`config.mk`:
```
export PLATFORM = sky130hd
export DESIGN_NAME = tile_render
export DESIGN_NICKNAME = d
export VERILOG_FILES = /design/src/source/render_pkg.sv /design/src/source/tile_render.sv
export VERILOG_INCLUDE_DIRS = /design/src /design/src/source
export SDC_FILE = /design/constraint.sdc
export NUM_CORES = 1
export LEC_CHECK = 0
export BUFFER_PORTS_ARGS = -buffer_cell sky130_fd_sc_hd__buf_2
export CORE_MARGIN = 2
export CORE_UTILIZATION = 45
export DETAILED_ROUTE_END_ITERATION = 10
export PLACE_DENSITY = 0.78
export SYNTH_ARGS = -nofsm -noshare
export SYNTH_HDL_FRONTEND = slang
export SYNTH_SLANG_ARGS = --single-unit
```
`constraint.sdc`:
```
create_clock -name clk -period 2.56 [get_ports clk]
set_clock_uncertainty 0.15 [all_clocks]
set_input_delay 0.128 -clock clk [delete_from_list [all_inputs] [get_ports clk]]
set_output_delay 0.128 -clock clk [all_outputs]
set_load 0.01 [all_outputs]
```
`src/source/render_params.svh`:
```
// widths for a 512-pixel line and 4-bit packed pixels; the unpacking order assumes four pixels per word
`ifndef RENDER_PARAMS_SVH
`define RENDER_PARAMS_SVH

// line buffer x position
`define RENDER_X_WIDTH 9

// DRAM word address
`define RENDER_ADDR_WIDTH 21

// DRAM data word, four pixels
`define RENDER_WORD_WIDTH 16

// one packed pixel
`define RENDER_PIX_WIDTH 4

// palette number stored with each pixel
`define RENDER_PAL_WIDTH 4

`endif
```
`src/source/render_pkg.sv`:
```
// shared render types; all widths come from render_params.svh and a line buffer entry packs palette over pixel
`default_nettype none

`include "render_params.svh"

package render_pkg;

    // position in the 512-entry line buffer
    typedef logic [`RENDER_X_WIDTH-1:0] x_coord_t;

    typedef logic [`RENDER_ADDR_WIDTH-1:0] dram_addr_t;

    // four pixels per word
    typedef logic [`RENDER_WORD_WIDTH-1:0] dram_word_t;

    // value 0 is transparent
    typedef logic [`RENDER_PIX_WIDTH-1:0] pixel_t;

    typedef logic [`RENDER_PAL_WIDTH-1:0] palette_t;

    // palette in the upper half, pixel in the lower half
    typedef logic [`RENDER_PAL_WIDTH+`RENDER_PIX_WIDTH-1:0] lb_data_t;

    typedef enum logic [1:0]
    {
        idle,
        fetch,
        drain
    } render_state_t;

endpackage

`default_nettype wire

```
`src/source/tile_render.sv`:
```
// one layer render unit; go is ignored while busy and the x position wraps modulo 512 without clipping
`default_nettype none

`include "render_params.svh"

module tile_render (
    input  wire                         clk,
    input  wire                         reset,
    input  wire                         go,
    input  wire                         reload,
    input  wire                         x_flip,
    input  wire render_pkg::x_coord_t   x_coord,
    input  wire [2:0]                   x_size,
    input  wire render_pkg::dram_addr_t addr,
    input  wire render_pkg::palette_t   pal,
    output logic                        done,
    output logic                        dram_req,
    output render_pkg::dram_addr_t      dram_addr,
    input  wire                         dram_ready,
    input  wire render_pkg::dram_word_t dram_rdata,
    output logic                        lb_we,
    output render_pkg::x_coord_t        lb_x,
    output render_pkg::lb_data_t        lb_data
);

    localparam int lat_width = 3 * `RENDER_PIX_WIDTH;

    render_pkg::render_state_t state;
    logic [4:0]                words_left;
    logic [1:0]                pix_cnt;
    logic [lat_width-1:0]      pix_lat;
    logic                      req_reg;
    logic                      flip_reg;
    logic                      start;
    logic                      accept;
    logic                      wr_step;
    render_pkg::x_coord_t      x_pos;
    render_pkg::x_coord_t      x_start;
    render_pkg::dram_addr_t    addr_reg;
    render_pkg::palette_t      pal_reg;
    render_pkg::pixel_t        pix;

    assign done      = (state == render_pkg::idle);
    assign start     = go && done;
    assign dram_req  = req_reg;
    assign dram_addr = addr_reg;
    assign accept    = req_reg && dram_ready;

    // one pixel slot per cycle, transparent ones included
    assign wr_step = accept || (pix_cnt != 2'd0);
    assign pix     = accept ? dram_rdata[7:4] : pix_lat[lat_width-1 -: `RENDER_PIX_WIDTH];
    assign lb_we   = wr_step && (pix != '0);
    assign lb_x    = x_pos;
    assign lb_data = {pal_reg, pix};

    // flipped span begins at its right edge
    assign x_start = !reload ? x_pos :
                     x_flip  ? x_coord + render_pkg::x_coord_t'({x_size, 3'b111}) :
                               x_coord;

    always_ff @(posedge clk)
    begin
        if (reset)
        begin
            state      <= render_pkg::idle;
            words_left <= '0;
            pix_cnt    <= '0;
            req_reg    <= 1'b0;
            x_pos      <= '0;
        end
        else
        begin
            if (start)
                x_pos <= x_start;
            else if (wr_step)
                x_pos <= flip_reg ? x_pos - 1'b1 : x_pos + 1'b1;

            // latched pixels still to go out
            if (accept)
                pix_cnt <= 2'd3;
            else if (pix_cnt != 2'd0)
                pix_cnt <= pix_cnt - 1'b1;

            case (state)
                render_pkg::idle:
                begin
                    if (start)
                    begin
                        state      <= render_pkg::fetch;
                        words_left <= {1'b0, x_size, 1'b1} + 5'd1;
                        req_reg    <= 1'b1;
                    end
                end
                render_pkg::fetch:
                begin
                    if (accept)
                    begin
                        req_reg    <= 1'b0;
                        words_left <= words_left - 1'b1;
                        if (words_left == 5'd1)
                            state <= render_pkg::drain;
                    end
                    // ask early so the next word lands right after the last latched pixel
                    else if (!req_reg && pix_cnt <= 2'd1)
                        req_reg <= 1'b1;
                end
                render_pkg::drain:
                begin
                    if (pix_cnt == 2'd1)
                        state <= render_pkg::idle;
                end
                default:
                    state <= render_pkg::idle;
            endcase
        end
    end

    always_ff @(posedge clk)
    begin
        if (start)
        begin
            pal_reg  <= pal;
            flip_reg <= x_flip;
            addr_reg <= addr;
        end
        else if (accept)
            addr_reg <= addr_reg + 1'b1;

        // keep pixels 2..4 in output order, shift one out per cycle
        if (accept)
            pix_lat <= {dram_rdata[3:0], dram_rdata[15:12], dram_rdata[11:8]};
        else if (pix_cnt != 2'd0)
            pix_lat <= pix_lat << `RENDER_PIX_WIDTH;
    end

endmodule

`default_nettype wire

```
==> Yosys cells after proc, flatten, opt, wreduce, memory -nomap -nowiden <==
Index checks and enable logic that the tools add are counted.
{ "word_totals": {"reg_bits": 57, "out_inout_bits": 41, "elab_cells": 68} }
{ "classes": {"n_reduce_logical": 17, "n_lt_le_gt_ge": 1, "n_addsub": 7, "muxes": 24, "eq_ne": 10} }
{ "ops": {"columns": ["op", "n"], "rows": [
  ["$mux 9", 5],
  ["$mux 21", 2],
  ["$mux 12", 2],
  ["$add 21x1->21 const B", 1],
  ["$mux 2", 6],
  ["$mux 5", 2],
  ["$pmux 5 s2", 1],
  ["$reduce_bool 2->1", 5],
  ["$add 9x1->9 const B", 1],
  ["$add 9x6->9", 1],
  ["$sub 9x1->9 const B", 1],
  ["$ne 2x2->1 const B", 4],
  ["$pmux 2 s3", 1],
  ["$reduce_and 3->1", 2],
  ["$add 4x1->5 const B", 1],
  ["$eq 5x1->1 const B", 1],
  ["$sub 5x1->5 const B", 1],
  ["$eq 2x1->1 const B", 2],
  ["$logic_and 1x1->1", 4],
  ["$mux 4", 1],
  ["$reduce_and 4->1", 1],
  ["$reduce_bool 4->1", 1],
  ["$mux 1", 3],
  ["$ne 3x3->1 const B", 1],
  ["9 further kinds", 9]
]} }

==> Longest topological paths before layout <==
{ "logic_depth": {"depth_word": 5, "mapped_depth": 8} }

==> Least setup slack after synthesis <==
Ideal clock, no wire load.
{ "synth_path": {"path_type": "register -> register", "from": "reg flip_reg", "to": "reg x_pos[7] (netlist: lb_x[7])", "n_path_buf": 0, "setup_time_ns": 0.137, "stages_incl_launch_ff": 8, "arrival_time_ns": 1.868, "setup_slack_ns": 0.405, "path_cell_list": "edfxtp_1 -> ha_1 -> or3_1 -> a31oi_1 -> a31oi_1 -> xor2_1 -> a211oi_1 -> nor3_1"} }
{ "synth_via": {"elab_chain_len": 3} }
{ "synth_lines": {"columns": ["element", "line_no", "text"], "rows": [
  ["start: declaration", "tile_render.sv:33", "logic flip_reg;"],
  ["start signal: assignment", "tile_render.sv:123", "flip_reg <= x_flip;"],
  ["$mux 9", "tile_render.sv:76", "x_pos <= flip_reg ? x_pos - 1'b1 : x_pos + 1'b1;"],
  ["$mux 9", "tile_render.sv:75", "else if (wr_step)"],
  ["$mux 9", "tile_render.sv:73", "if (start)"],
  ["end signal: assignment", "tile_render.sv:74", "x_pos <= x_start;"],
  ["end signal: assignment", "tile_render.sv:76", null],
  ["end: declaration", "tile_render.sv:37", "render_pkg::x_coord_t x_pos;"]
]} }
Every way passes these cells. The select of a mux whose other input is x is not followed.
A chain may end at the register's enable or synchronous reset.

==> Worst setup path in the final report <==
{ "layout_path": {"from": "reg flip_reg", "to": "reg x_pos[8] (netlist: lb_x[8])"} }
The elaborated chain is that of the path after synthesis.

==> flow_metrics.tcl <==
set metrics [dict create \
    clockBufferDepth 2 \
    syn_nets 453 \
    internal-power_mw 2.68 \
    cts_tree "yes" \
    grt_pass1_wl_mm 14.6 \
    ys_ff_latch 57 \
    drt_iter0_markers 141 \
    h-tree-depth 3 \
    comb_power_share 0.437 \
    grt_max_degree 45 \
    drive_above_1_share 0.277 \
    num_vias 3263 \
    syn-instance-count 376 \
    fmax_mhz 418 \
    start_kind "flip-flop" \
    leakage_nw 2.02 \
    whs_ns 0.0180 \
    critPathKind "reg -> reg" \
    largest_reg_flops 21 \
    crit_path_end_kind "flip-flop" \
    first_global_vias 3237 \
    worst_slack_ns 0.166 \
    power_density_nw_per_um2 912 \
    gr-usage-met3 0.0529 \
    gp_congestion 0.992 \
    rsz0062_at_grt "no" \
    io_buffers 99 \
    grt.overflow.total 0 \
    worst-path-max-fanout 7 \
    use_met1 0.254 \
    power_switching_mw 1.63 \
    max_stage_delay_ns 0.51 \
    worst_pin_slew_ns 0.694 \
    crit_family "compound AO/OA/AOI/OAI gates" \
    syn_area_per_cell_um2 9.41 \
    ios 100 \
    seqPwrFrac 0.373 \
    busiest_layer "met2" \
    fin_setup_tns_ns 0 \
    worstHoldPathType "in -> reg" \
    synth-seq-area-share 0.430 \
    fin_nets 595 \
    pre_cts_ws_ns 0.130 \
    die-area_um2 8590 \
    finalCritPeriodShare 0.935 \
    max_cap_violations 0 \
    cts_sinks 57 \
    fp-row-count 32 \
    synth_top_area_share 0.322 \
    maxSlewHeadroom 0.538 \
    p_total_mw 4.31 \
    dieHeight_um 92.7 \
    cts_inserted_buffers 9 \
    worst_ir_drop_vdd_v 0.000378 \
    design.core.area_um2 7690 \
    cts_resized 0 \
    cp.arrival_ns 2.48 \
    p_clk_frac 0.190 \
    drc 0 \
    status "complete, no violations" \
    wl_per_cell_um 14.5 \
    drtPass1Iterations 5 \
    cts-root-buf "clkbuf_8" \
    worstSkewPairLatency_ns 0.34 \
    die_w_um 92.7 \
    cp.required_ns 2.64 \
    setup_viol 0 \
    synth_area_leaders "edfxtp_1 (32%), dfxtp_1 (11%), ha_1 (6.0%), xnor2_1 (4.7%), nand2_1 (4.6%)" \
    final_common_cell "buf_2" \
    path_cells "ha_1, nor2b_1, o21ai_1, a21oi_1, a211oi_1, xnor2_1, a2111oi_2" \
    cp_num_buf_inv 0 \
    ys_types 48 \
    grtUsageMet2 0.380 \
    design_area_um2 4720 \
    yosysWarningCount 0 \
    yosysTopAreaCell "edfxtp_1" \
    final-hold-violation-count 0 \
    antenna_cells 0 \
    grt_use_total 0.217 \
    antenna_found_initial 0 \
    post_dp_cell_area_um2 4140 \
    ant_nets 0 \
    hpwlAfterDp_mm 5.99 \
    crit_slowest_cell "edfxtp_1" \
    wirelength_mm 9.09 \
    final_cell_mix "buf_2 (99), nand2_1 (43), edfxtp_1 (38), dlygate4sd3_1 (38), nor2_1 (36)" \
    fin_crit_ns 2.39 \
    clk_pin_slew_ns 0.06 \
    viasPerCell 5.22 \
    initial_core_util 0.460 \
    syn2layout_area_growth_pct 33.5 \
    syn_area_um2 3540 \
    swShare 0.379 \
    drv_slew 0 \
]
[cell usage after synthesis (all sizes together)]
cell type and instances:
a2111oi 4, a211o 1, a211oi 5, a21o 5, a21oi 29, a221oi 2
a22oi 1, a31oi 7, and3 11, buf 6, clkbuf 7, dfxtp 19
edfxtp 38, fa 1, ha 17, inv 18, mux2 13, mux2i 3
nand2 43, nand2b 4, nand3 10, nand3b 1, nand4 5, nor2 37
nor2b 1, nor3 12, nor3b 3, o211ai 1, o21a 2, o21ai 27
o21bai 1, o22ai 2, o31a 1, o31ai 1, o41ai 1, or2 3
or3 1, or3b 1, xnor2 19, xor2 13
[final timing paths]
check,slack [ns],depth (start not counted),to,start
hold / removal,0.02,1,flip_reg,x_flip
hold reg to reg,0.33,2,words_left[1],words_left[1]
setup / recovery,0.17,7,lb_x[8],flip_reg
setup reg to reg,0.17,7,lb_x[8],flip_reg
[final cells by class]
type                       instances  area [um2]
sequential                        57        1520
tap                              102         128
multi-input combinational        288        1880
timing repair buffer             144         941
clock buffer                      10         128
inverter                          18        67.6
fill                             682        2960
clock inverter                     6        58.8
[kinds of logic (layout without fill, tap and decap cells)]
kind of cell | after synthesis | in the layout | synth area share
AOI/OAI and AO/OA | 90 | 90 | 0.164
DFF | 57 | 57 | 0.430
adders and majority gates | 18 | 18 | 0.0658
xor gates and xnor gates | 32 | 32 | 0.0792
and+or+nand+nor | 132 | 132 | 0.173
buffers and inverters | 31 | 178 | 0.0385
muxes | 16 | 16 | 0.0499
[layer usage]
| metal | wire, um | share of wire |
|---|---|---|
| met1 | 3760 | 0.41 |
| met2 | 4600 | 0.51 |
| met3 | 544 | 0.060 |
| met4 | 185 | 0.020 |
| met5 | 0 | 0 |
[power by group through the flow]
stage / combinational [mW] / sequential, mW / clock (mW)
2_1_floorplan: 1.24 / 1.65 / 0
3_3_place_gp: 1.73 / 1.60 / 0
3_5_place_dp: 1.80 / 1.62 / 0
4_1_cts: 1.87 / 1.61 / 0.835
5_1_grt: 2.08 / 1.65 / 0.878
6_report: 1.88 / 1.61 / 0.818
[timing repair]
item / 4_1_cts / 5_1_grt
hold endpoints to repair: 38 / 0
buffers inserted: 0 / 3
setup endpoints to repair: 0 / 1
hold buffers: 38 / 0
[per-stage QoR]
step,instances,util
detailed placement,568,0.538
floorplan,376,-
global route,625,0.615
global placement,568,0.538
CTS,622,0.612
finish,625,0.615
(Power assumes the default switching activity.)
