===== src/source/render_params.svh =====
// widths for a 512-pixel line and 4-bit packed pixels; the unpacking order assumes four pixels per word
`ifndef RENDER_PARAMS_SVH
`define RENDER_PARAMS_SVH

// line buffer x position
`define RENDER_X_WIDTH 9

// DRAM word address
`define RENDER_ADDR_WIDTH 21

// DRAM data word, four pixels
`define RENDER_WORD_WIDTH 16

// one packed pixel
`define RENDER_PIX_WIDTH 4

// palette number stored with each pixel
`define RENDER_PAL_WIDTH 4

`endif

===== src/source/render_pkg.sv =====
// shared render types; all widths come from render_params.svh and a line buffer entry packs palette over pixel
`default_nettype none

`include "render_params.svh"

package render_pkg;

    // position in the 512-entry line buffer
    typedef logic [`RENDER_X_WIDTH-1:0] x_coord_t;

    typedef logic [`RENDER_ADDR_WIDTH-1:0] dram_addr_t;

    // four pixels per word
    typedef logic [`RENDER_WORD_WIDTH-1:0] dram_word_t;

    // value 0 is transparent
    typedef logic [`RENDER_PIX_WIDTH-1:0] pixel_t;

    typedef logic [`RENDER_PAL_WIDTH-1:0] palette_t;

    // palette in the upper half, pixel in the lower half
    typedef logic [`RENDER_PAL_WIDTH+`RENDER_PIX_WIDTH-1:0] lb_data_t;

    typedef enum logic [1:0]
    {
        idle,
        fetch,
        drain
    } render_state_t;

endpackage

`default_nettype wire


===== src/source/dram_arbiter.sv =====
// round-robin arbiter for two requesters; requesters must hold req and addr until ready
`default_nettype none

module dram_arbiter (
    input  wire                         clk,
    input  wire                         reset,
    input  wire                         tile_req,
    input  wire                         spr_req,
    input  wire render_pkg::dram_addr_t tile_addr,
    input  wire render_pkg::dram_addr_t spr_addr,
    output logic                        tile_ready,
    output logic                        spr_ready,
    output logic                        dram_req,
    output render_pkg::dram_addr_t      dram_addr,
    input  wire                         dram_ready
);

    logic last_spr;
    logic hold;
    logic hold_spr;
    logic grant_spr;

    always_comb
    begin
        // stalled transfer keeps its unit
        if (hold)
            grant_spr = hold_spr;
        // on a tie the unit not served last goes first
        else if (tile_req && spr_req)
            grant_spr = !last_spr;
        else
            grant_spr = spr_req;
    end

    assign dram_req   = tile_req || spr_req;
    assign dram_addr  = grant_spr ? spr_addr : tile_addr;
    assign tile_ready = dram_ready && tile_req && !grant_spr;
    assign spr_ready  = dram_ready && spr_req && grant_spr;

    always_ff @(posedge clk)
    begin
        if (reset)
        begin
            // tile unit first after reset
            last_spr <= 1'b1;
            hold     <= 1'b0;
        end
        else if (dram_req)
        begin
            if (dram_ready)
            begin
                last_spr <= grant_spr;
                hold     <= 1'b0;
            end
            else
                hold <= 1'b1;
        end
    end

    always_ff @(posedge clk)
    begin
        if (dram_req && !dram_ready)
            hold_spr <= grant_spr;
    end

endmodule

`default_nettype wire


===== config.mk =====
export PLATFORM = sky130hd
export DESIGN_NAME = dram_arbiter
export DESIGN_NICKNAME = d
export VERILOG_FILES = /design/src/source/render_pkg.sv /design/src/source/dram_arbiter.sv
export VERILOG_INCLUDE_DIRS = /design/src /design/src/source
export SDC_FILE = /design/constraint.sdc
export NUM_CORES = 1
export LEC_CHECK = 0
export ABC_CLOCK_PERIOD_IN_PS = 1900
export BUFFER_PORTS_ARGS = -buffer_cell sky130_fd_sc_hd__clkbuf_2
export CAP_MARGIN = 0
export CORE_UTILIZATION = 32
export CTS_CLUSTER_SIZE = 30
export DETAILED_ROUTE_END_ITERATION = 8
export GPL_TIMING_DRIVEN = 0
export PLACE_DENSITY = 0.85
export SLEW_MARGIN = 20
export SYNTH_ARGS = -nofsm -noshare
export SYNTH_HDL_FRONTEND = slang
export SYNTH_SLANG_ARGS = --single-unit

===== constraint.sdc =====
create_clock -name clk -period 1.9 [get_ports clk]
set_input_delay 0.095 -clock clk [delete_from_list [all_inputs] [get_ports clk]]
set_output_delay 0.095 -clock clk [all_outputs]
set_load 0.005 [all_outputs]

Yosys cells after proc, flatten, opt, wreduce, memory -nomap -nowiden
Index checks and enable logic that the tools add are counted.
Cells by class
  add/subtract/negate cells: 0
  multiply operators: 0
  div/mod/pow operators: 0
  magnitude comparators: 0
  eq/ne operators: 0
  shift operators: 0
  multiplexer cells: 4
  bitwise logic cells: 0
  reductions and logical operators: 11
Operators by type and width (count)
  21-bit 2-to-1 mux: 1
  1-bit logical AND: 6
  1-bit zero test: 3
  1-bit 2-to-1 mux: 3
  2-bit AND reduction: 1
  1-bit logical OR: 1
Storage, ports and cells
  flip-flop bits (word level): 3
  bits in latches: 0
  memory bits (writable): 0
  memory bits (read-only): 0
  bits of input ports: 47
  output and inout bits: 24
  logic and storage cells: 18
  memories kept: 0

Logic depth before layout (Yosys ltp)
Gate-level depths: netlist (run 1).
  depth in word-level cells: 5
  gate-level depth with buffers: 4

Least setup slack after synthesis (run 1)
Ideal clock, no wire load.
  path type: flip-flop to output port
  from: register hold
  to: output port dram_addr[10]
  arrival: 1.227 ns
  data required time: 1.805 ns
  slack: 0.578 ns
  stages on the path, launching flop included: 4
  path buffers: 1
  path through: dfxtp_1 mux2i_4 buf_12 mux2_4
Between the ends
  cells in the longest elaborated chain, start to end: 2
Ends and longest elaborated chain
  start: declaration: line dram_arbiter.sv:19  | logic hold;
  start signal: assignment: line dram_arbiter.sv:46  | hold <= 1'b0;
  start signal: assignment: line dram_arbiter.sv:53  | hold <= 1'b0;
  start signal: assignment: line dram_arbiter.sv:56  | hold <= 1'b1;
  1-bit 2-to-1 mux: line dram_arbiter.sv:26  | if (hold)
  21-bit 2-to-1 mux: line dram_arbiter.sv:36  | assign dram_addr = grant_spr ? spr_addr : tile_addr;
  end: declaration: line dram_arbiter.sv:14  | output render_pkg::dram_addr_t dram_addr,
No other way between the ends.

Worst setup path after layout (run 1)
  from: register hold
  to: output port dram_addr[3]
The elaborated chain is that of the path after synthesis.

==> results of run 1 <==
==> cells in the final DEF, fill, tap and decap left out <==
cell type and n:
nor2_1 2, mux2_4 16, and3_1 1, clkbuf_2 70, a31oi_1 1, or2_2 1, nor2b_1 1, dfxtp_1 2
buf_12 1, buf_8 1, mux2i_4 1, nand2_1 1, clkbuf_1 1, mux2_2 5, clkbuf_4 3, nor3_1 2
o21a_1 1, edfxtp_1 1, a21boi_2 1, inv_1 2
==> cell type report <==
cell class	count	area share
inverter	2	0.00842
buffer	2	0.0393
multi-input combinational	33	0.431
sequential	3	0.0785
timing repair buffer	70	0.393
clock buffer	4	0.0295
tap	15	0.0210
==> power by group <==
group,leakage (nW),internal [mW],switching (mW)
clock,0.0150,0.0790,0.0367
combinational,0.510,0.160,0.0827
sequential,0.0265,0.0726,0.00437
==> metal layers <==
metal | global-route usage | vias up | routed length, um
li1 | - | 296 | -
met3 | 0.0609 | 2 | 199
met2 | 0.306 | 55 | 677
met1 | 0.101 | 247 | 411
met5 | 0 | - | 0
met4 | 0.0774 | 0 | 14
==> sequential cells by signal (all words and copies together) (netlist names) <==
signal,count
last_spr,1
hold_spr,1
hold,1
==> metrics by stage <==
| stage | utilization | hold WS (ns) | cell area (um2) | setup slack (ns) | instances |
|---|---|---|---|---|---|
| 2_1_floorplan | - | 0.174 | 497 | 0.578 | 40 |
| 3_3_place_gp | 0.634 | 0.296 | 866 | 0.406 | 125 |
| 3_5_place_dp | 0.634 | 0.299 | 866 | 0.388 | 125 |
| 4_1_cts | 0.653 | 0.0471 | 892 | 0.131 | 129 |
| 5_1_grt | 0.653 | 0.0539 | 892 | 0.0799 | 129 |
| 6_report | 0.653 | 0.0536 | 892 | 0.152 | 129 |
==> logic make-up after synthesis <==
kind of cell / count (synthesis) / synth area share
buffers and inverters: 4 / 0.0856
muxes: 22 / 0.642
and+or+nand+nor: 8 / 0.0806
DFF: 3 / 0.141
AOI/OAI and AO/OA: 3 / 0.0504
==> final timing paths <==
kind / start / endpoint / cells after the start / slack, ns
setup / recovery: hold / dram_addr[3] / 4 / 0.15
setup reg to reg: hold / hold_spr / 3 / 0.60
hold reg to reg: hold / hold / 2 / 0.55
hold / removal: reset / hold / 2 / 0.05
==> worst reg2reg max path, stage by stage, from the launching register on <==
cell,delay [ns]
dfxtp_1,0.39
mux2i_4,0.41
buf_8,0.20
inv_1,0.05
==> flow_metrics.env, run 1 <==
export IMPL_first_pass_iters=3
export IMPL_post_route_drc_count=0
export IMPL_finalSetupViolations=0
export IMPL_nFillCells=118
export IMPL_yosys_area_top_type="mux2_4"
export IMPL_clock_latency_ns=0.24
export IMPL_p_leak_nw=0.551
export IMPL_cts_buffers=3
export IMPL_drv_cap=0
export IMPL_multiInputGateArea_um2=384
export IMPL_max_slew_margin=0.759
export IMPL_cts_sinks=3
export IMPL_first_global_vias=499
export IMPL_cp_end_kind="output port"
export IMPL_io_buffer_count=70
export IMPL_drive_above_1_share=0.868
export IMPL_drv_slew=0
export IMPL_path_class="reg2out"
export IMPL_ioPinCount=71
export IMPL_via_count=600
export IMPL_syn_nets=87
export IMPL_antenna_found_initial=0
export IMPL_fin_skew_ns=0.00547
export IMPL_synth_area_top_cells="mux2_4 (48%), mux2_2 (11%), dfxtp_1 (8.1%)"
export IMPL_cp_num_buf_inv=2
export IMPL_crit_required_ns=1.80
export IMPL_worst_slew_pin_slew_ns=0.354
export IMPL_first_iter_violations=5
export IMPL_rsz0062_at_grt="false"
export IMPL_hold_class="in2reg"
export IMPL_synth_top_area_frac=0.484
export IMPL_synthArstFlopShare=0
export IMPL_critical_path_arrival_ns=1.65
export IMPL_cts_setup_buffers=0
export IMPL_rows=13
export IMPL_cts_resized_gates=0
export IMPL_yosys_top_cells_count="mux2_4 (16), mux2_2 (5)"
export IMPL_wl_um=1300
export IMPL_vias_per_cell=4.65
export IMPL_max_stage_delay_ns=0.41
export IMPL_post_route_period_util=0.920
export IMPL_root_buffer="clkbuf_4"
export IMPL_yosysSeqAreaShare=0.141
export IMPL_critPathLaunchType="flop"
export IMPL_avgSynthCellArea_um2=12.4
export IMPL_antennaDiodeCount=0
export IMPL_critical_path_slowest_cell="mux2i_4"
export IMPL_synthFlopType="dfxtp_1"
export IMPL_grt_pass1_wl_um=1930
export IMPL_fin_total_pwr_mw=0.435
export IMPL_fin_crit_ns=1.75
export IMPL_die_area_um2=1710
export IMPL_dp_hpwl_um=1210
export IMPL_hold_violations=0
export IMPL_routedWlPerCell_um=10.1
export IMPL_final_nets=162
export IMPL_fp_dieH_um=41.4
export IMPL_track_usage=0.146
export IMPL_ctsHtreeMaxLevel=1
export IMPL_run_status="complete, no violations"
export IMPL_path_cells="mux2i_4 -> buf_12 -> mux2_4 -> clkbuf_2"
export IMPL_fmax_ghz=0.572
export IMPL_ys_ff_latch=3
export IMPL_critPathMaxFanout=10
export IMPL_ys_warn_count=0
export IMPL_setup_tns_ns=0
export IMPL_fp_dieW_um=41.4
export IMPL_seq_area_um2=70.1
export IMPL_area_growth_syn_to_layout_pct=79.6
export IMPL_cts_tree="yes"
export IMPL_start_util=0.364
export IMPL_synthDistinctLibCells=17
export IMPL_ir_drop_v=0.000574
export IMPL_synth_edf_count=1
export IMPL_syn_area_um2=497
export IMPL_path_clk_slew_ns=0.04
export IMPL_yosysMostFrequentCell="mux2_4"
export IMPL_design_core_area_um2=1370
export IMPL_grt_max_degree=11
export IMPL_gp_congestion=0.712
export IMPL_power_density_nw_per_um2=488
export IMPL_drtAntennaViolNets=0
export IMPL_cts_hold_buf=0
export IMPL_cts_buffer_depth=2
export IMPL_grt_overflow=0
export IMPL_synth_cells=40
export IMPL_cp_top_family="multiplexers"
Note: power is estimated with default switching activity, not from simulation.
==> run 2, diff against run 1 <==
--- a/config.mk
+++ b/config.mk
@@ -13,7 +13,7 @@
 export CTS_CLUSTER_SIZE = 30
 export DETAILED_ROUTE_END_ITERATION = 8
 export GPL_TIMING_DRIVEN = 0
-export PLACE_DENSITY = 0.85
+export PLACE_DENSITY = 0.94
 export SLEW_MARGIN = 20
 export SYNTH_ARGS = -nofsm -noshare
 export SYNTH_HDL_FRONTEND = slang
==> run 2 against run 1 <==
Combinational power hardly changed. First-iteration DRC count increased by 60%. Sequential share of layout area unchanged. Clock power down 3%. Clock skew down 0.0045 ns. Sequential cell count unchanged. Maximum frequency up 1.1%. Hold slack gained 0.010 ns. Clock-buffer cell count unchanged. Via count is 2.3% lower. Routed wire length grew 11%. Sequential power about the same. Critical path type unchanged. Largest power group unchanged.
==> flow_metrics.env, run 2 (synthesis gave the netlist of run 1 again) <==
export IMPL_via_count=586
export IMPL_fp_dieW_um=41.4
export IMPL_grt_max_degree=11
export IMPL_worst_slew_pin_slew_ns=0.356
export IMPL_io_buffer_count=70
export IMPL_hold_violations=0
export IMPL_cp_top_family="multiplexers"
export IMPL_antenna_found_initial=0
export IMPL_routedWlPerCell_um=11.2
export IMPL_grt_pass1_wl_um=2400
export IMPL_layout_common_cells="clkbuf_2 (70), mux2_4 (16), mux2_2 (5)"
export IMPL_first_iter_violations=8
export IMPL_drive_above_1_share=0.868
export IMPL_cts_setup_buffers=0
export IMPL_cts_resized_gates=0
export IMPL_met3_usage=0.0826
export IMPL_ir_drop_v=0.000416
export IMPL_final_nets=162
export IMPL_root_buffer="clkbuf_4"
export IMPL_drv_slew=0
export IMPL_run_status="complete, no violations"
export IMPL_start_util=0.364
export IMPL_dp_cells=125
export IMPL_track_usage=0.171
export IMPL_fin_crit_ns=1.73
export IMPL_first_pass_iters=2
export IMPL_setup_tns_ns=0
export IMPL_drtAntennaViolNets=0
export IMPL_grt_overflow=0
export IMPL_vias_per_cell=4.54
export IMPL_finalSetupViolations=0
export IMPL_fin_skew_ns=0.000942
export IMPL_dp_hpwl_um=1300
export IMPL_cp_num_buf_inv=2
export IMPL_crit_required_ns=1.80
export IMPL_p_leak_nw=0.551
export IMPL_fp_dieH_um=41.4
export IMPL_cts_tree="yes"
export IMPL_busiest_layer="met2"
export IMPL_gp_congestion=0.658
export IMPL_clock_latency_ns=0.23
export IMPL_cts_buffers=3
export IMPL_cp_end_kind="output port"
export IMPL_cts_buffer_depth=2
export IMPL_first_global_vias=571
export IMPL_path_clk_slew_ns=0.04
export IMPL_cts_hold_buf=0
export IMPL_critical_path_arrival_ns=1.63
export IMPL_post_route_drc_count=0
export IMPL_critPathLaunchType="flop"
export IMPL_max_slew_margin=0.758
export IMPL_layout_commonest_cell="clkbuf_2"
export IMPL_die_area_um2=1710
export IMPL_r2r_setup_slack_ns=0.61
export IMPL_reg_top3="hold x1, hold_spr x1, last_spr x1"
export IMPL_path_cells="mux2i_4 -> buf_8 -> mux2_4 -> clkbuf_2"
export IMPL_post_route_period_util=0.910
export IMPL_cts_sinks=3
export IMPL_critical_path_slowest_cell="mux2i_4"
export IMPL_met2_usage=0.325
export IMPL_critPathMaxFanout=10
export IMPL_area_growth_syn_to_layout_pct=79.6
export IMPL_max_stage_delay_ns=0.41
export IMPL_wl_um=1440
export IMPL_ioPinCount=71
export IMPL_fmax_ghz=0.579
export IMPL_met1_usage=0.153
export IMPL_hold_class="in2reg"
export IMPL_rsz0062_at_grt="false"
export IMPL_drv_cap=0
export IMPL_antennaDiodeCount=0
export IMPL_rows=13
export IMPL_instances_no_fill=129
export IMPL_nFillCells=108
export IMPL_path_class="reg2out"
export IMPL_design_core_area_um2=1370
export IMPL_power_density_nw_per_um2=485
export IMPL_ctsHtreeMaxLevel=1
run 2: worst register-to-register path: stages, from the launching register on:
cell and delay (ns):
dfxtp_1 0.38, mux2i_4 0.41, buf_8 0.20, inv_1 0.05
run 2: path summary, 6_finish.rpt:
| kind | start | depth (start not counted) | endpoint |
|---|---|---|---|
| min | reset | 2 | hold |
| min reg2reg | hold | 2 | hold |
| max | hold | 4 | dram_addr[13] |
| max reg2reg | hold | 3 | hold_spr |
run 2: layout make-up:
cell class | instances | area (um2) | share of cell area
repair buffers | 70 | 350 | 0.393
well taps | 15 | 18.8 | 0.0210
clock buffers | 4 | 26.3 | 0.0295
multi-input cells | 33 | 384 | 0.431
plain buffers | 2 | 35.0 | 0.0393
flip-flops and latches | 3 | 70.1 | 0.0785
inverters | 2 | 7.51 | 0.00842
run 2: stage by stage:
step	instance area [um2]	utilization	hold slack, ns	setup slack (ns)	total power [mW]
final	892	0.653	0.0640	0.172	0.433
after global routing	892	0.653	0.0592	0.0857	0.463
after CTS	892	0.653	0.0547	0.148	0.441
after detailed placement	866	0.634	0.300	0.409	0.324
after global placement	866	0.634	0.299	0.417	0.317
after floorplan	497	-	0.174	0.578	0.219
run 2: where the power goes:
part | leakage [nW] | switching [mW] | internal, mW
combinational | 0.510 | 0.0842 | 0.160
clock | 0.0150 | 0.0330 | 0.0787
sequential | 0.0265 | 0.00434 | 0.0726
run 2: metal layers:
layer,part of all wire,wire (um)
met3,0.097,140
met5,0,0
met1,0.32,460
met2,0.58,842
met4,0,0
==> run 3, diff against run 2 <==
--- a/config.mk
+++ b/config.mk
@@ -6,14 +6,15 @@
 export SDC_FILE = /design/constraint.sdc
 export NUM_CORES = 1
 export LEC_CHECK = 0
-export ABC_CLOCK_PERIOD_IN_PS = 1900
+export ABC_AREA = 1
+export ABC_CLOCK_PERIOD_IN_PS = 1800
 export BUFFER_PORTS_ARGS = -buffer_cell sky130_fd_sc_hd__clkbuf_2
 export CAP_MARGIN = 0
-export CORE_UTILIZATION = 32
+export CORE_UTILIZATION = 29
 export CTS_CLUSTER_SIZE = 30
 export DETAILED_ROUTE_END_ITERATION = 8
 export GPL_TIMING_DRIVEN = 0
-export PLACE_DENSITY = 0.94
+export PLACE_DENSITY = 0.88
 export SLEW_MARGIN = 20
 export SYNTH_ARGS = -nofsm -noshare
 export SYNTH_HDL_FRONTEND = slang
==> constraint.sdc (replaced) <==
create_clock -name clk -period 1.8 [get_ports clk]
set_input_delay 0.09 -clock clk [delete_from_list [all_inputs] [get_ports clk]]
set_output_delay 0.09 -clock clk [all_outputs]
set_load 0.02 [all_outputs]
==> run 3 against run 2 <==
First-iteration DRC count increased by 25%. Cell count increased by 43%. Critical path depth increased by 1. Critical path type unchanged. Critical endpoint is now dram_addr[11]. Die area increased by 6.7%. Synthesized area decreased by 3.0%. Global-route usage increased by 1.0 points. Highest routed layer is now met4. Setup slack improved by 0.16 ns. Routed wire length increased by 14%.
==> flow_metrics.env, run 3 <==
export IMPL_run_status="complete, no violations"
export IMPL_die_area_um2=1830
export IMPL_ys_ff_latch=3
export IMPL_fin_crit_ns=1.46
export IMPL_setup_ws_ns=0.336
export IMPL_layout_commonest_cell="clkbuf_2"
export IMPL_grt_overflow=0
export IMPL_fin_util=0.576
export IMPL_finalSetupViolations=0
export IMPL_path_cells="nand2_1 -> buf_2 -> nand3_1 -> nand2_1 -> clkbuf_2"
export IMPL_hold_violations=0
export IMPL_reg_top3="hold x1, hold_spr x1, last_spr x1"
export IMPL_fp_dieH_um=42.8
export IMPL_drv_slew=0
export IMPL_ctsHtreeMaxLevel=1
export IMPL_vias_per_cell=4.59
export IMPL_final_nets=216
export IMPL_ys_warn_count=0
export IMPL_path_class="reg2out"
export IMPL_cp_num_buf_inv=2
export IMPL_setup_tns_ns=0
export IMPL_synth_area_top_cells="nand2_1 (40%), nand3_1 (23%), dfxtp_1 (8.3%)"
export IMPL_nFillCells=169
export IMPL_fp_dieW_um=42.8
export IMPL_antenna_found_initial=0
export IMPL_drive_above_1_share=0.482
export IMPL_timing_hold_ws_ns=0.124
export IMPL_design_core_area_um2=1520
export IMPL_first_pass_iters=4
export IMPL_dp_cells=180
export IMPL_cts_sinks=3
export IMPL_routedWlPerCell_um=8.91
export IMPL_reg2reg_depth=3
export IMPL_ir_drop_v=0.000326
export IMPL_grt_pass1_wl_um=2640
export IMPL_timing_rr_end="hold_spr"
export IMPL_cp_top_family="buffers and inverters"
export IMPL_crit_required_ns=1.71
export IMPL_p_leak_nw=0.607
export IMPL_hold_class="in2reg"
export IMPL_yosys_top_cells_count="nand2_1 (51), nand3_1 (22), inv_1 (5)"
export IMPL_synth_edf_count=1
export IMPL_cts_hold_buf=0
export IMPL_hp_start="reset"
export IMPL_rsz0062_at_grt="false"
export IMPL_syn_nets=141
export IMPL_ioPinCount=71
export IMPL_cts_resized_gates=0
export IMPL_holdPathEnd="hold"
export IMPL_clock_latency_ns=0.23
export IMPL_critPathMaxFanout=10
export IMPL_critical_path_slowest_cell="edfxtp_1"
export IMPL_cts_buffers=3
export IMPL_antennaDiodeCount=0
export IMPL_io_buffer_count=70
export IMPL_via_count=844
export IMPL_post_route_period_util=0.813
export IMPL_worst_slew_pin_slew_ns=0.218
export IMPL_wl_um=1640
export IMPL_gp_congestion=0.746
export IMPL_worst_path_most_repeated_cell="nand2_1"
export IMPL_pre_cts_slack_ns=0.578
export IMPL_max_stage_delay_ns=0.35
export IMPL_instances_no_fill=184
export IMPL_path_clk_slew_ns=0.04
export IMPL_start_util=0.316
export IMPL_fmax_ghz=0.683
export IMPL_critical_path_arrival_ns=1.37
export IMPL_placed_cell_area_um2=852
export IMPL_drv_cap=0
export IMPL_synthFlopType="dfxtp_1"
export IMPL_fin_skew_ns=0.000573
export IMPL_min_path_cells=4
export IMPL_syn_area_um2=482
export IMPL_drtAntennaViolNets=0
export IMPL_root_buffer="clkbuf_4"
export IMPL_r2r_setup_slack_ns=0.74
export IMPL_cts_tree="yes"
export IMPL_first_iter_violations=10
export IMPL_first_global_vias=664
export IMPL_synthArstFlopShare=0
export IMPL_rows=14
export IMPL_post_route_drc_count=0
export IMPL_cts_buffer_depth=2
export IMPL_cp_end_kind="output port"
export IMPL_area_growth_syn_to_layout_pct=82.3
export IMPL_power_density_nw_per_um2=590
export IMPL_cts_setup_buffers=0
export IMPL_synthDistinctLibCells=13
export IMPL_avgSynthCellArea_um2=5.12
export IMPL_max_slew_margin=0.854
export IMPL_r2r_start="hold_spr"
export IMPL_synth_top_area_frac=0.397
export IMPL_grt_max_degree=11
export IMPL_layout_common_cells="clkbuf_2 (70), nand2_1 (51), nand3_1 (22)"
export IMPL_track_usage=0.181
export IMPL_yosys_area_top_type="nand2_1"
export IMPL_dp_hpwl_um=1370
export IMPL_yosysSeqAreaShare=0.145
export IMPL_fin_area_um2=878
export IMPL_synth_cells=94
export IMPL_yosysMostFrequentCell="nand2_1"
export IMPL_critPathLaunchType="flop"
export IMPL_fin_total_pwr_mw=0.518
run 3: cell types whose count changed in the layout (fill, tap and decap cells not counted), sizes merged, moves of 2 or more:
cell	change
nand2	+51
nand3	+23
buf	+4
a21oi	+2
mux2	-21
inv	+3
nor3	-2
run 3: worst max-delay path by stage:
stage             start             to  slack, ns  cells past startpoint
5_1_grt        hold_spr  dram_addr[11]       0.22                      5
3_5_place_dp   hold_spr  dram_addr[11]       0.58                      5
6_report       hold_spr  dram_addr[11]       0.34                      5
2_1_floorplan      hold      spr_ready       0.70                      4
4_1_cts        hold_spr  dram_addr[11]       0.32                      5
3_3_place_gp   hold_spr  dram_addr[12]       0.61                      5
run 3: cell type report:
cell class / instances / area [um2] / area share
Timing Repair Buffer: 70 / 350 / 0.399
Inverter: 5 / 18.8 / 0.0214
Multi-Input combinational cell: 80 / 345 / 0.393
Buffer: 6 / 47.5 / 0.0541
Tap cell: 16 / 20.0 / 0.0228
Sequential cell: 3 / 70.1 / 0.0798
Clock buffer: 4 / 26.3 / 0.0299
run 3: tightest hold or removal path, delay by kind of cell:
family	cells	cell delay [ns]
buf+inv	2	0.12
simple gates	1	0.04
compound gates	1	0.06
run 3: logic make-up after synthesis:
group                  after synthesis  synth area share
DFF                                  3             0.145
AOI/OAI and AO/OA                    3            0.0312
buffers and inverters               11             0.138
and+or+nand+nor                     77             0.686
run 3: power by group:
| group | internal [mW] | switching, mW |
|---|---|---|
| clock network | 0.0832 | 0.0362 |
| registers | 0.0768 | 0.00282 |
| logic | 0.128 | 0.192 |
run 3: per-layer routing:
| metal | track usage | wire length (um) | share of wire | vias up |
|---|---|---|---|---|
| met5 | 0 | 0 | 0 | - |
| met4 | 0.0625 | 10 | 0.0061 | 0 |
| met3 | 0.0298 | 162 | 0.099 | 2 |
| met2 | 0.300 | 749 | 0.46 | 48 |
| met1 | 0.234 | 717 | 0.44 | 345 |
| li1 | - | - | - | 449 |
